==> src/lz77_pkg.sv <==
// shared sizes, widths and the controller state type for the lz77 compressor, imported by all rtl
package lz77_pkg;

  // ----------------------------------------
  // symbol and window sizes
  // ----------------------------------------

  // one input symbol
  localparam int DATA_WD = 8;

  // sliding window depth
  localparam int WIN_SIZE = 16;

  // distances run 1..WIN_SIZE, so one extra bit
  localparam int DST_WD = 5;

  // ----------------------------------------
  // match lengths
  // ----------------------------------------

  // longest match, also the lookahead depth
  localparam int LEN_MAX = 8;

  // shorter results go out as literals
  localparam int LEN_MIN = 3;

  // lengths 0..LEN_MAX
  localparam int LEN_WD = 4;

  // ----------------------------------------
  // block accounting
  // ----------------------------------------

  // block length and byte counters, blocks of 1 to 255 bytes
  localparam int BLK_LEN_WD = 8;

  // ----------------------------------------
  // block controller states
  // ----------------------------------------

  typedef enum logic [1:0] {
    ST_IDLE = 2'd0,  // waiting for start
    ST_UPT  = 2'd1,  // fetch into lookahead, shift window
    ST_SCH  = 2'd2   // search in progress
  } state_e;

endpackage

==> src/lz77_match_search.sv <==
// execute stage of the lz77 compressor: grows match lengths per cycle and picks the best distance
`timescale 1ns/1ns

module lz77_match_search import lz77_pkg::*; (
  input  logic                             clk,
  input  logic                             rstn,
  input  logic                             sch_start_i,
  input  logic [WIN_SIZE-1:0][DATA_WD-1:0] win_dat_i,
  input  logic [DST_WD-1:0]                win_fill_i,
  input  logic [LEN_MAX-1:0][DATA_WD-1:0]  inp_dat_i,
  input  logic [LEN_WD-1:0]                inp_fill_i,
  output logic                             sch_done_o,
  output logic [LEN_WD-1:0]                best_len_o,
  output logic [DST_WD-1:0]                best_dst_o
);

  logic                busy_r;
  logic [LEN_WD-1:0]   step_r;
  logic [WIN_SIZE-1:0] flg_r;
  logic [WIN_SIZE-1:0] flg_init_w;
  logic [WIN_SIZE-1:0] flg_nxt_w;
  logic [LEN_WD-1:0]   best_len_r;
  logic [DST_WD-1:0]   best_dst_r;
  logic [DST_WD-1:0]   prio_dst_w;
  logic                any_w;
  logic                stop_w;

  // ----------------------------------------
  // match flags, bit i is distance i+1
  // ----------------------------------------

  // distances past the window fill never take part
  always_comb begin
    for (int i = 0; i < WIN_SIZE; i++) begin
      flg_init_w[i] = (i < win_fill_i);
    end
  end

  // step k compares lookahead byte k with the byte d positions earlier,
  // which sits in the window at distance d-k while d > k
  always_comb begin
    for (int i = 0; i < WIN_SIZE; i++) begin
      if (i < step_r) begin
        flg_nxt_w[i] = 1'b0;
      end else begin
        flg_nxt_w[i] = flg_r[i] && (inp_dat_i[step_r] == win_dat_i[i - step_r]);
      end
    end
  end

  assign any_w = |flg_nxt_w;

  // smallest surviving distance wins
  always_comb begin
    prio_dst_w = '0;
    for (int i = WIN_SIZE - 1; i >= 0; i--) begin
      if (flg_nxt_w[i]) begin
        prio_dst_w = DST_WD'(i + 1);
      end
    end
  end

  // ----------------------------------------
  // step control
  // ----------------------------------------

  assign stop_w     = !any_w || (step_r + LEN_WD'(1) == inp_fill_i);
  assign sch_done_o = busy_r && stop_w;

  // result of the current step if it still has a survivor
  assign best_len_o = any_w ? step_r + LEN_WD'(1) : best_len_r;
  assign best_dst_o = any_w ? prio_dst_w : best_dst_r;

  always_ff @(posedge clk or negedge rstn) begin
    if (!rstn) begin
      busy_r     <= 1'b0;
      step_r     <= '0;
      flg_r      <= '0;
      best_len_r <= '0;
      best_dst_r <= '0;
    end else if (sch_start_i) begin
      busy_r     <= 1'b1;
      step_r     <= '0;
      flg_r      <= flg_init_w;
      best_len_r <= '0;
      best_dst_r <= '0;
    end else if (busy_r) begin
      if (stop_w) begin
        busy_r <= 1'b0;
      end
      step_r <= step_r + 1'b1;
      flg_r  <= flg_nxt_w;
      if (any_w) begin
        best_len_r <= step_r + LEN_WD'(1);
        best_dst_r <= prio_dst_w;
      end
    end
  end

endmodule

==> src/lz77_token_out.sv <==
// result stage of the lz77 compressor: forms literal or match tokens and tracks block end
`timescale 1ns/1ns

module lz77_token_out import lz77_pkg::*; (
  input  logic                  clk,
  input  logic                  rstn,
  input  logic                  start_i,
  input  logic [BLK_LEN_WD-1:0] cfg_len_i,
  input  logic                  sch_done_i,
  input  logic [LEN_WD-1:0]     best_len_i,
  input  logic [DST_WD-1:0]     best_dst_i,
  input  logic [DATA_WD-1:0]    inp_first_i,
  output logic                  val_o,
  output logic                  flg_lit_o,
  output logic [DATA_WD-1:0]    dat_lit_o,
  output logic [LEN_WD-1:0]     dat_len_o,
  output logic [DST_WD-1:0]     dat_dst_o,
  output logic                  flg_lst_o,
  output logic                  done_o,
  output logic                  tok_pulse_o,
  output logic [LEN_WD-1:0]     adv_len_o,
  output logic                  blk_end_o
);

  logic                  run_r;
  logic [BLK_LEN_WD-1:0] blk_len_r;
  logic [BLK_LEN_WD-1:0] emit_cnt_r;
  logic [BLK_LEN_WD-1:0] cnt_nxt_w;
  logic                  val_r;
  logic                  done_r;
  logic                  blk_end_r;
  logic                  lit_r;
  logic [DATA_WD-1:0]    lit_dat_r;
  logic [LEN_WD-1:0]     len_r;
  logic [DST_WD-1:0]     dst_r;
  logic                  start_acc_w;
  logic                  lit_w;
  logic [LEN_WD-1:0]     adv_w;

  // ----------------------------------------
  // token decision
  // ----------------------------------------

  assign start_acc_w = start_i && !run_r;
  assign lit_w       = best_len_i < LEN_WD'(LEN_MIN);
  assign adv_w       = lit_w ? LEN_WD'(1) : best_len_i;
  assign cnt_nxt_w   = emit_cnt_r + BLK_LEN_WD'(adv_w);

  always_ff @(posedge clk or negedge rstn) begin
    if (!rstn) begin
      run_r      <= 1'b0;
      blk_len_r  <= '0;
      emit_cnt_r <= '0;
      blk_end_r  <= 1'b0;
    end else if (start_acc_w) begin
      run_r      <= 1'b1;
      blk_len_r  <= cfg_len_i;
      emit_cnt_r <= '0;
      blk_end_r  <= 1'b0;
    end else begin
      if (sch_done_i) begin
        emit_cnt_r <= cnt_nxt_w;
        if (cnt_nxt_w == blk_len_r) begin
          blk_end_r <= 1'b1;
        end
      end
      // block closes with its last token
      if (val_r && blk_end_r) begin
        run_r <= 1'b0;
      end
    end
  end

  always_ff @(posedge clk or negedge rstn) begin
    if (!rstn) begin
      val_r  <= 1'b0;
      done_r <= 1'b0;
    end else begin
      val_r  <= sch_done_i;
      done_r <= val_r && blk_end_r;
    end
  end

  // token fields, a literal carries no distance
  always_ff @(posedge clk) begin
    if (sch_done_i) begin
      lit_r     <= lit_w;
      lit_dat_r <= inp_first_i;
      len_r     <= adv_w;
      dst_r     <= lit_w ? '0 : best_dst_i;
    end
  end

  // ----------------------------------------
  // outputs
  // ----------------------------------------

  assign val_o       = val_r;
  assign flg_lit_o   = val_r && lit_r;
  assign dat_lit_o   = (val_r && lit_r) ? lit_dat_r : '0;
  assign dat_len_o   = val_r ? len_r : '0;
  assign dat_dst_o   = val_r ? dst_r : '0;
  assign flg_lst_o   = val_r && blk_end_r;
  assign done_o      = done_r;
  assign tok_pulse_o = val_r;
  assign adv_len_o   = len_r;
  assign blk_end_o   = blk_end_r;

endmodule

==> src/lz77_top.sv <==
// top level of the lz77 byte-stream compressor, connects the window, search and token stages
`timescale 1ns/1ns

module lz77_top import lz77_pkg::*; (
  input  logic                  clk,
  input  logic                  rstn,
  input  logic                  start_i,
  input  logic [BLK_LEN_WD-1:0] cfg_len_i,
  input  logic [DATA_WD-1:0]    rd_dat_i,
  output logic                  rd_val_o,
  output logic                  val_o,
  output logic                  flg_lit_o,
  output logic [DATA_WD-1:0]    dat_lit_o,
  output logic [LEN_WD-1:0]     dat_len_o,
  output logic [DST_WD-1:0]     dat_dst_o,
  output logic                  flg_lst_o,
  output logic                  done_o
);

  // window to search
  logic                             sch_start;
  logic [WIN_SIZE-1:0][DATA_WD-1:0] win_dat;
  logic [DST_WD-1:0]                win_fill;
  logic [LEN_MAX-1:0][DATA_WD-1:0]  inp_dat;
  logic [LEN_WD-1:0]                inp_fill;

  // search to token
  logic                             sch_done;
  logic [LEN_WD-1:0]                best_len;
  logic [DST_WD-1:0]                best_dst;

  // token back to window
  logic                             tok_pulse;
  logic [LEN_WD-1:0]                adv_len;
  logic                             blk_end;

  lz77_window u_window (
    .clk         (clk),
    .rstn        (rstn),
    .start_i     (start_i),
    .cfg_len_i   (cfg_len_i),
    .rd_dat_i    (rd_dat_i),
    .tok_pulse_i (tok_pulse),
    .adv_len_i   (adv_len),
    .blk_end_i   (blk_end),
    .rd_val_o    (rd_val_o),
    .sch_start_o (sch_start),
    .win_dat_o   (win_dat),
    .win_fill_o  (win_fill),
    .inp_dat_o   (inp_dat),
    .inp_fill_o  (inp_fill)
  );

  lz77_match_search u_match_search (
    .clk         (clk),
    .rstn        (rstn),
    .sch_start_i (sch_start),
    .win_dat_i   (win_dat),
    .win_fill_i  (win_fill),
    .inp_dat_i   (inp_dat),
    .inp_fill_i  (inp_fill),
    .sch_done_o  (sch_done),
    .best_len_o  (best_len),
    .best_dst_o  (best_dst)
  );

  lz77_token_out u_token_out (
    .clk         (clk),
    .rstn        (rstn),
    .start_i     (start_i),
    .cfg_len_i   (cfg_len_i),
    .sch_done_i  (sch_done),
    .best_len_i  (best_len),
    .best_dst_i  (best_dst),
    .inp_first_i (inp_dat[0]),
    .val_o       (val_o),
    .flg_lit_o   (flg_lit_o),
    .dat_lit_o   (dat_lit_o),
    .dat_len_o   (dat_len_o),
    .dat_dst_o   (dat_dst_o),
    .flg_lst_o   (flg_lst_o),
    .done_o      (done_o),
    .tok_pulse_o (tok_pulse),
    .adv_len_o   (adv_len),
    .blk_end_o   (blk_end)
  );

endmodule

==> src/lz77_window.sv <==
// decode stage of the lz77 compressor: block FSM, byte fetch into the lookahead, window shift
`timescale 1ns/1ns

module lz77_window import lz77_pkg::*; (
  input  logic                             clk,
  input  logic                             rstn,
  input  logic                             start_i,
  input  logic [BLK_LEN_WD-1:0]            cfg_len_i,
  input  logic [DATA_WD-1:0]               rd_dat_i,
  input  logic                             tok_pulse_i,
  input  logic [LEN_WD-1:0]                adv_len_i,
  input  logic                             blk_end_i,
  output logic                             rd_val_o,
  output logic                             sch_start_o,
  output logic [WIN_SIZE-1:0][DATA_WD-1:0] win_dat_o,
  output logic [DST_WD-1:0]                win_fill_o,
  output logic [LEN_MAX-1:0][DATA_WD-1:0]  inp_dat_o,
  output logic [LEN_WD-1:0]                inp_fill_o
);

  state_e                           cur_state_r;
  state_e                           nxt_state_w;
  logic [BLK_LEN_WD-1:0]            blk_len_r;
  logic [BLK_LEN_WD-1:0]            fet_cnt_r;
  logic [LEN_WD-1:0]                inp_fill_r;
  logic [DST_WD-1:0]                win_fill_r;
  logic [DST_WD-1:0]                win_sum_w;
  logic [WIN_SIZE-1:0][DATA_WD-1:0] win_dat_r;
  logic [WIN_SIZE-1:0][DATA_WD-1:0] win_shf_w;
  logic [LEN_MAX-1:0][DATA_WD-1:0]  inp_dat_r;
  logic [LEN_MAX-1:0][DATA_WD-1:0]  inp_shf_w;
  logic                             start_acc_w;
  logic                             more_w;
  logic                             shift_w;

  // ----------------------------------------
  // block FSM
  // ----------------------------------------

  assign start_acc_w = (cur_state_r == ST_IDLE) && start_i;
  // lookahead not full and block input not exhausted
  assign more_w      = (inp_fill_r < LEN_WD'(LEN_MAX)) && (fet_cnt_r < blk_len_r);
  assign rd_val_o    = (cur_state_r == ST_UPT) && more_w;
  assign sch_start_o = (cur_state_r == ST_UPT) && !more_w;
  assign shift_w     = (cur_state_r == ST_SCH) && tok_pulse_i;

  always_comb begin
    nxt_state_w = cur_state_r;
    case (cur_state_r)
      ST_IDLE: if (start_i) nxt_state_w = ST_UPT;
      ST_UPT:  if (!more_w) nxt_state_w = ST_SCH;
      ST_SCH:  if (tok_pulse_i) nxt_state_w = blk_end_i ? ST_IDLE : ST_UPT;
      default: nxt_state_w = ST_IDLE;
    endcase
  end

  always_ff @(posedge clk or negedge rstn) begin
    if (!rstn) begin
      cur_state_r <= ST_IDLE;
    end else begin
      cur_state_r <= nxt_state_w;
    end
  end

  // ----------------------------------------
  // fill counters
  // ----------------------------------------

  assign win_sum_w = win_fill_r + DST_WD'(adv_len_i);

  always_ff @(posedge clk or negedge rstn) begin
    if (!rstn) begin
      blk_len_r  <= '0;
      fet_cnt_r  <= '0;
      inp_fill_r <= '0;
      win_fill_r <= '0;
    end else if (start_acc_w) begin
      blk_len_r  <= cfg_len_i;
      fet_cnt_r  <= '0;
      inp_fill_r <= '0;
      win_fill_r <= '0;
    end else if (rd_val_o) begin
      fet_cnt_r  <= fet_cnt_r + 1'b1;
      inp_fill_r <= inp_fill_r + 1'b1;
    end else if (shift_w) begin
      inp_fill_r <= inp_fill_r - adv_len_i;
      // window saturates once full
      win_fill_r <= (win_sum_w > DST_WD'(WIN_SIZE)) ? DST_WD'(WIN_SIZE) : win_sum_w;
    end
  end

  // ----------------------------------------
  // window and lookahead shift
  // ----------------------------------------

  // index 0 of the window is the most recent byte, distance 1
  always_comb begin
    for (int j = 0; j < WIN_SIZE; j++) begin
      if (j < adv_len_i) begin
        win_shf_w[j] = inp_dat_r[adv_len_i - 1 - j];
      end else begin
        win_shf_w[j] = win_dat_r[j - adv_len_i];
      end
    end
  end

  always_comb begin
    for (int j = 0; j < LEN_MAX; j++) begin
      if (j + adv_len_i < LEN_MAX) begin
        inp_shf_w[j] = inp_dat_r[j + adv_len_i];
      end else begin
        inp_shf_w[j] = '0;
      end
    end
  end

  always_ff @(posedge clk) begin
    if (start_acc_w) begin
      win_dat_r <= '0;
      inp_dat_r <= '0;
    end else if (rd_val_o) begin
      inp_dat_r[inp_fill_r] <= rd_dat_i;
    end else if (shift_w) begin
      win_dat_r <= win_shf_w;
      inp_dat_r <= inp_shf_w;
    end
  end

  assign win_dat_o  = win_dat_r;
  assign win_fill_o = win_fill_r;
  assign inp_dat_o  = inp_dat_r;
  assign inp_fill_o = inp_fill_r;

endmodule

==> config.mk <==
export PLATFORM = sky130hd
export DESIGN_NAME = lz77_top
export DESIGN_NICKNAME = d
export VERILOG_FILES = /design/src/lz77_pkg.sv /design/src/lz77_match_search.sv /design/src/lz77_token_out.sv /design/src/lz77_top.sv /design/src/lz77_window.sv
export SDC_FILE = /design/constraint.sdc
export NUM_CORES = 2
export LEC_CHECK = 0
export ABC_AREA = 1
export BUFFER_PORTS_ARGS = -buffer_cell sky130_fd_sc_hd__clkbuf_2
export CAP_MARGIN = 20
export CORE_MARGIN = 2
export CORE_UTILIZATION = 60
export DETAILED_ROUTE_END_ITERATION = 8
export PLACE_DENSITY_LB_ADDON = 0.1
export SLEW_MARGIN = 5
export SYNTH_ARGS = -nofsm -noshare
export SYNTH_HDL_FRONTEND = slang
export SYNTH_SLANG_ARGS = --single-unit
==> constraint.sdc <==
create_clock -name clk -period 6.6 [get_ports clk]
set_input_delay 0 -clock clk [delete_from_list [all_inputs] [get_ports clk]]
set_output_delay 0 -clock clk [all_outputs]
set_load 0.01 [all_outputs]
==> flow_metrics.py <==
metrics = {
    "outcome": {
        "outcome": "finished with violations",
        "violations": "design-rule violations",
    },
    "setup_path": {
        "reg2reg_setup_slack_ns": 0.27,
        "arrival_ns": 6.76,
        "cp.required_ns": 7.04,
        "path_max_fanout": 16,
        "end_kind": "flip-flop",
        "max_stage_delay_ns": 0.56,
        "timing.rr.end": "u_token_out.blk_end_o",
        "worstSetupPathType": "reg2reg",
        "cp_common_cell": "nand2_1",
        "critical_path.startpoint_type": "flip-flop",
        "r2r_cells": 34,
        "rr_startpoint": "u_match_search.step_r[2]",
        "cp_slowest_cell": "dfrtp_2",
    },
    "sta": {
        "tightest_slew_ns": 1.244,
        "skew_ns": 0.02576,
        "whs_ns": 0.1990,
        "fmaxAchievable_mhz": 158.0,
        "fin_crit_sh_pct": 95.87,
        "fin_ws_ns": 0.2726,
        "setup_tns_ns": 0,
        "drv_slew": 0,
        "rsz0062_at_grt": "false",
        "maxSlewHeadroom_pct": 16.17,
        "final-hold-violation-count": 0,
        "setup_viol": 0,
        "min_period_ns": 6.327,
    },
    "worst_hold_path": {
        "holdCritPathClass": "in2reg",
        "holdCritStartpoint": "cfg_len_i[4]",
        "hold_depth": 4,
        "worstHoldEndpoint": "u_window.blk_len_r[4]",
    },
    "placed_design": {
        "place_congestion": 1.167,
        "place_hpwl_um": 105000,
        "io_buffers": 40,
        "placed_area_mm2": 0.03088,
        "place_ws_ns": 0.4300,
    },
    "detailed_routing": {
        "drc": 5,
        "drt_iter0_drc": 6669,
        "drt-total-wl_um": 147500,
        "first_pass_iters": 9,
        "vias": 39539,
        "wl_per_cell_um": 24.74,
        "routed_via_density": 6.631,
        "ant_nets": 0,
    },
    "cells_and_area": {
        "fillers": 4734,
        "drive_gt1_share_pct": 5.293,
        "areaGrowthSynthToFinish_pct": 6.391,
        "final_area_mm2": 0.03247,
        "nets": 5337,
    },
    "grt": {
        "grt_max_degree": 157,
        "met3_usage_pct": 21.39,
        "antenna_found_initial": 4,
        "grt-ovfl-total": 0,
        "grt_pass1_wl_um": 216900,
        "grt.total_usage_pct": 54.33,
        "met2_usage_pct": 74.91,
        "grt-busiest-layer": "met2",
        "grtUsageMet1_pct": 68.17,
        "grt_pass1_vias": 34956,
    },
    "synthesis": {
        "synth_area_mm2": 0.03052,
        "synthArstFlopShare_pct": 26.83,
        "yosysMostFrequentCell": "nand2_1",
        "synth-seq-cells": 287,
        "synth_edf_count": 18,
        "synthTopCellsByArea": "nand2_1, o21ai_0, dfxtp_1, nand3_1, dfrtp_1",
        "ys_top_cells_by_count": "nand2_1, o21ai_0, nand3_1",
        "synth_top_cell_by_area": "nand2_1",
        "avgSynthCellArea_um2": 5.619,
        "synth_top_area_share_pct": 22.76,
        "ys.flop_type": "dfxtp_1",
        "synth.distinct_cells": 63,
        "ys.warnings.count": 0,
        "synth_nets": 5505,
        "postSynthCellCount": 5432,
        "yosysSeqAreaShare_pct": 20.68,
    },
    "flow_run": {
        "drv_cap": 0,
    },
    "die": {
        "dieHeight_um": 229.5,
        "initial_core_util_pct": 60.83,
        "rows": 82,
        "die_x_um": 229.5,
        "core_area_mm2": 0.05017,
        "io_pins": 41,
        "die_area_mm2": 0.05269,
    },
    "cts": {
        "postCtsSetupBuffers": 0,
        "clkTransAtPathRegs_ns": 0.06,
        "cts_root_buf": "clkbuf_16",
        "cts_tree": "yes",
        "cts_buffer_depth": 3,
        "cts_buffers": 38,
        "cts.sinks": 287,
        "clk_latency_ns": 0.59,
        "ctsHtreeMaxLevel": 2,
    },
}
## flip-flops by register name (all words and copies together), names as in the netlist, 4 cells and up
name / cells
u_token_out.blk_len_r: 8
u_match_search.step_r: 4
u_window.fet_cnt_r: 8
u_token_out.emit_cnt_r: 8
u_window.win_dat_o: 128
u_window.blk_len_r: 8
u_match_search.best_dst_r: 5
u_window.win_fill_o: 5
u_token_out.lit_dat_r: 8
u_match_search.best_len_r: 4
u_token_out.adv_len_o: 4
u_window.inp_dat_o: 64
u_match_search.flg_r: 16
u_token_out.dst_r: 5
u_window.inp_fill_o: 4
## cells by family after synthesis
kind of cell             share of synthesized area, %
adder cells (fa/ha/maj)                         2.288
buffers and inverters                           10.74
multiplexers                                    1.443
flip-flops                                      20.68
AND/OR/NAND/NOR                                 39.23
AO/OA/AOI/OAI                                   23.39
XOR/XNOR                                        2.234
## timing repair
action	4_1_cts	5_1_grt
setup endpoints to repair	0	1
hold buffers	20	1
hold endpoints to repair	157	29
resized for setup	0	6
## final cells by class
class | count | area [um^2] | area share [%]
flip-flops and latches | 287 | 6317 | 19.46
inverters | 455 | 1719 | 5.294
clock buffers | 52 | 1084 | 3.337
multi-input cells | 4322 | 21010 | 64.71
clock inverters | 14 | 225.2 | 0.6936
diodes | 1 | 2.502 | 0.007707
repair buffers | 160 | 1271 | 3.915
well taps | 672 | 840.8 | 2.589
## per-layer routing
layer	share of wire, %	vias to the layer above
met3	17	911
met4	9.7	4
met5	0.033	-
li1	-	17862
met1	36	17347
met2	38	3415
## stage by stage
stage / cells / util, %
floorplan: 5432 / -
global placement: 5872 / 61.56
detailed placement: 5872 / 61.56
CTS: 5958 / 64.57
global route: 5962 / 64.72
finish: 5963 / 64.72
## worst max-delay path by stage
stage / start / end / slack, ns / cells after the start
2_1_floorplan: u_match_search.step_r[2] / u_token_out.blk_end_o / 1.24 / 34
6_report: u_match_search.step_r[2] / u_token_out.blk_end_o / 0.27 / 34
3_3_place_gp: u_match_search.step_r[2] / u_token_out.blk_end_o / 0.43 / 30
4_1_cts: u_match_search.step_r[2] / u_token_out.blk_end_o / 0.34 / 31
3_5_place_dp: u_match_search.step_r[2] / u_token_out.blk_end_o / 0.43 / 30
5_1_grt: u_match_search.step_r[2] / u_token_out.blk_end_o / 0.0004 / 34
## worst max-delay path: cells and delay by family (launching register included)
kind                       cells  cell delay [ns]
adders and majority gates      2             0.59
AOI/OAI and AO/OA              5             0.57
DFF                            1             0.56
and+or+nand+nor               20             3.11
buffers and inverters          5             0.93
xor gates and xnor gates       2             0.39
## placed cells by master, fill, tap and decap left out, types with 18 or more instances in the layout
cell type      count
a21oi_1          142
a221oi_1          20
a31oi_1          138
buf_4             91
clkbuf_16         38
clkbuf_2          39
dfrtp_1           74
dfxtp_1          192
dlygate4sd3_1     21
edfxtp_1          18
ha_1              48
inv_1            422
mux2i_1           44
nand2_1         1850
nand3_1          752
nand4_1           22
nor2_1           159
nor3_1            20
o211ai_1          94
o21ai_0          793
or2_2             25
xor2_1            64
Power is not shown: default switching activity piles up to over one toggle a cycle in this logic, so the estimate is an artifact.
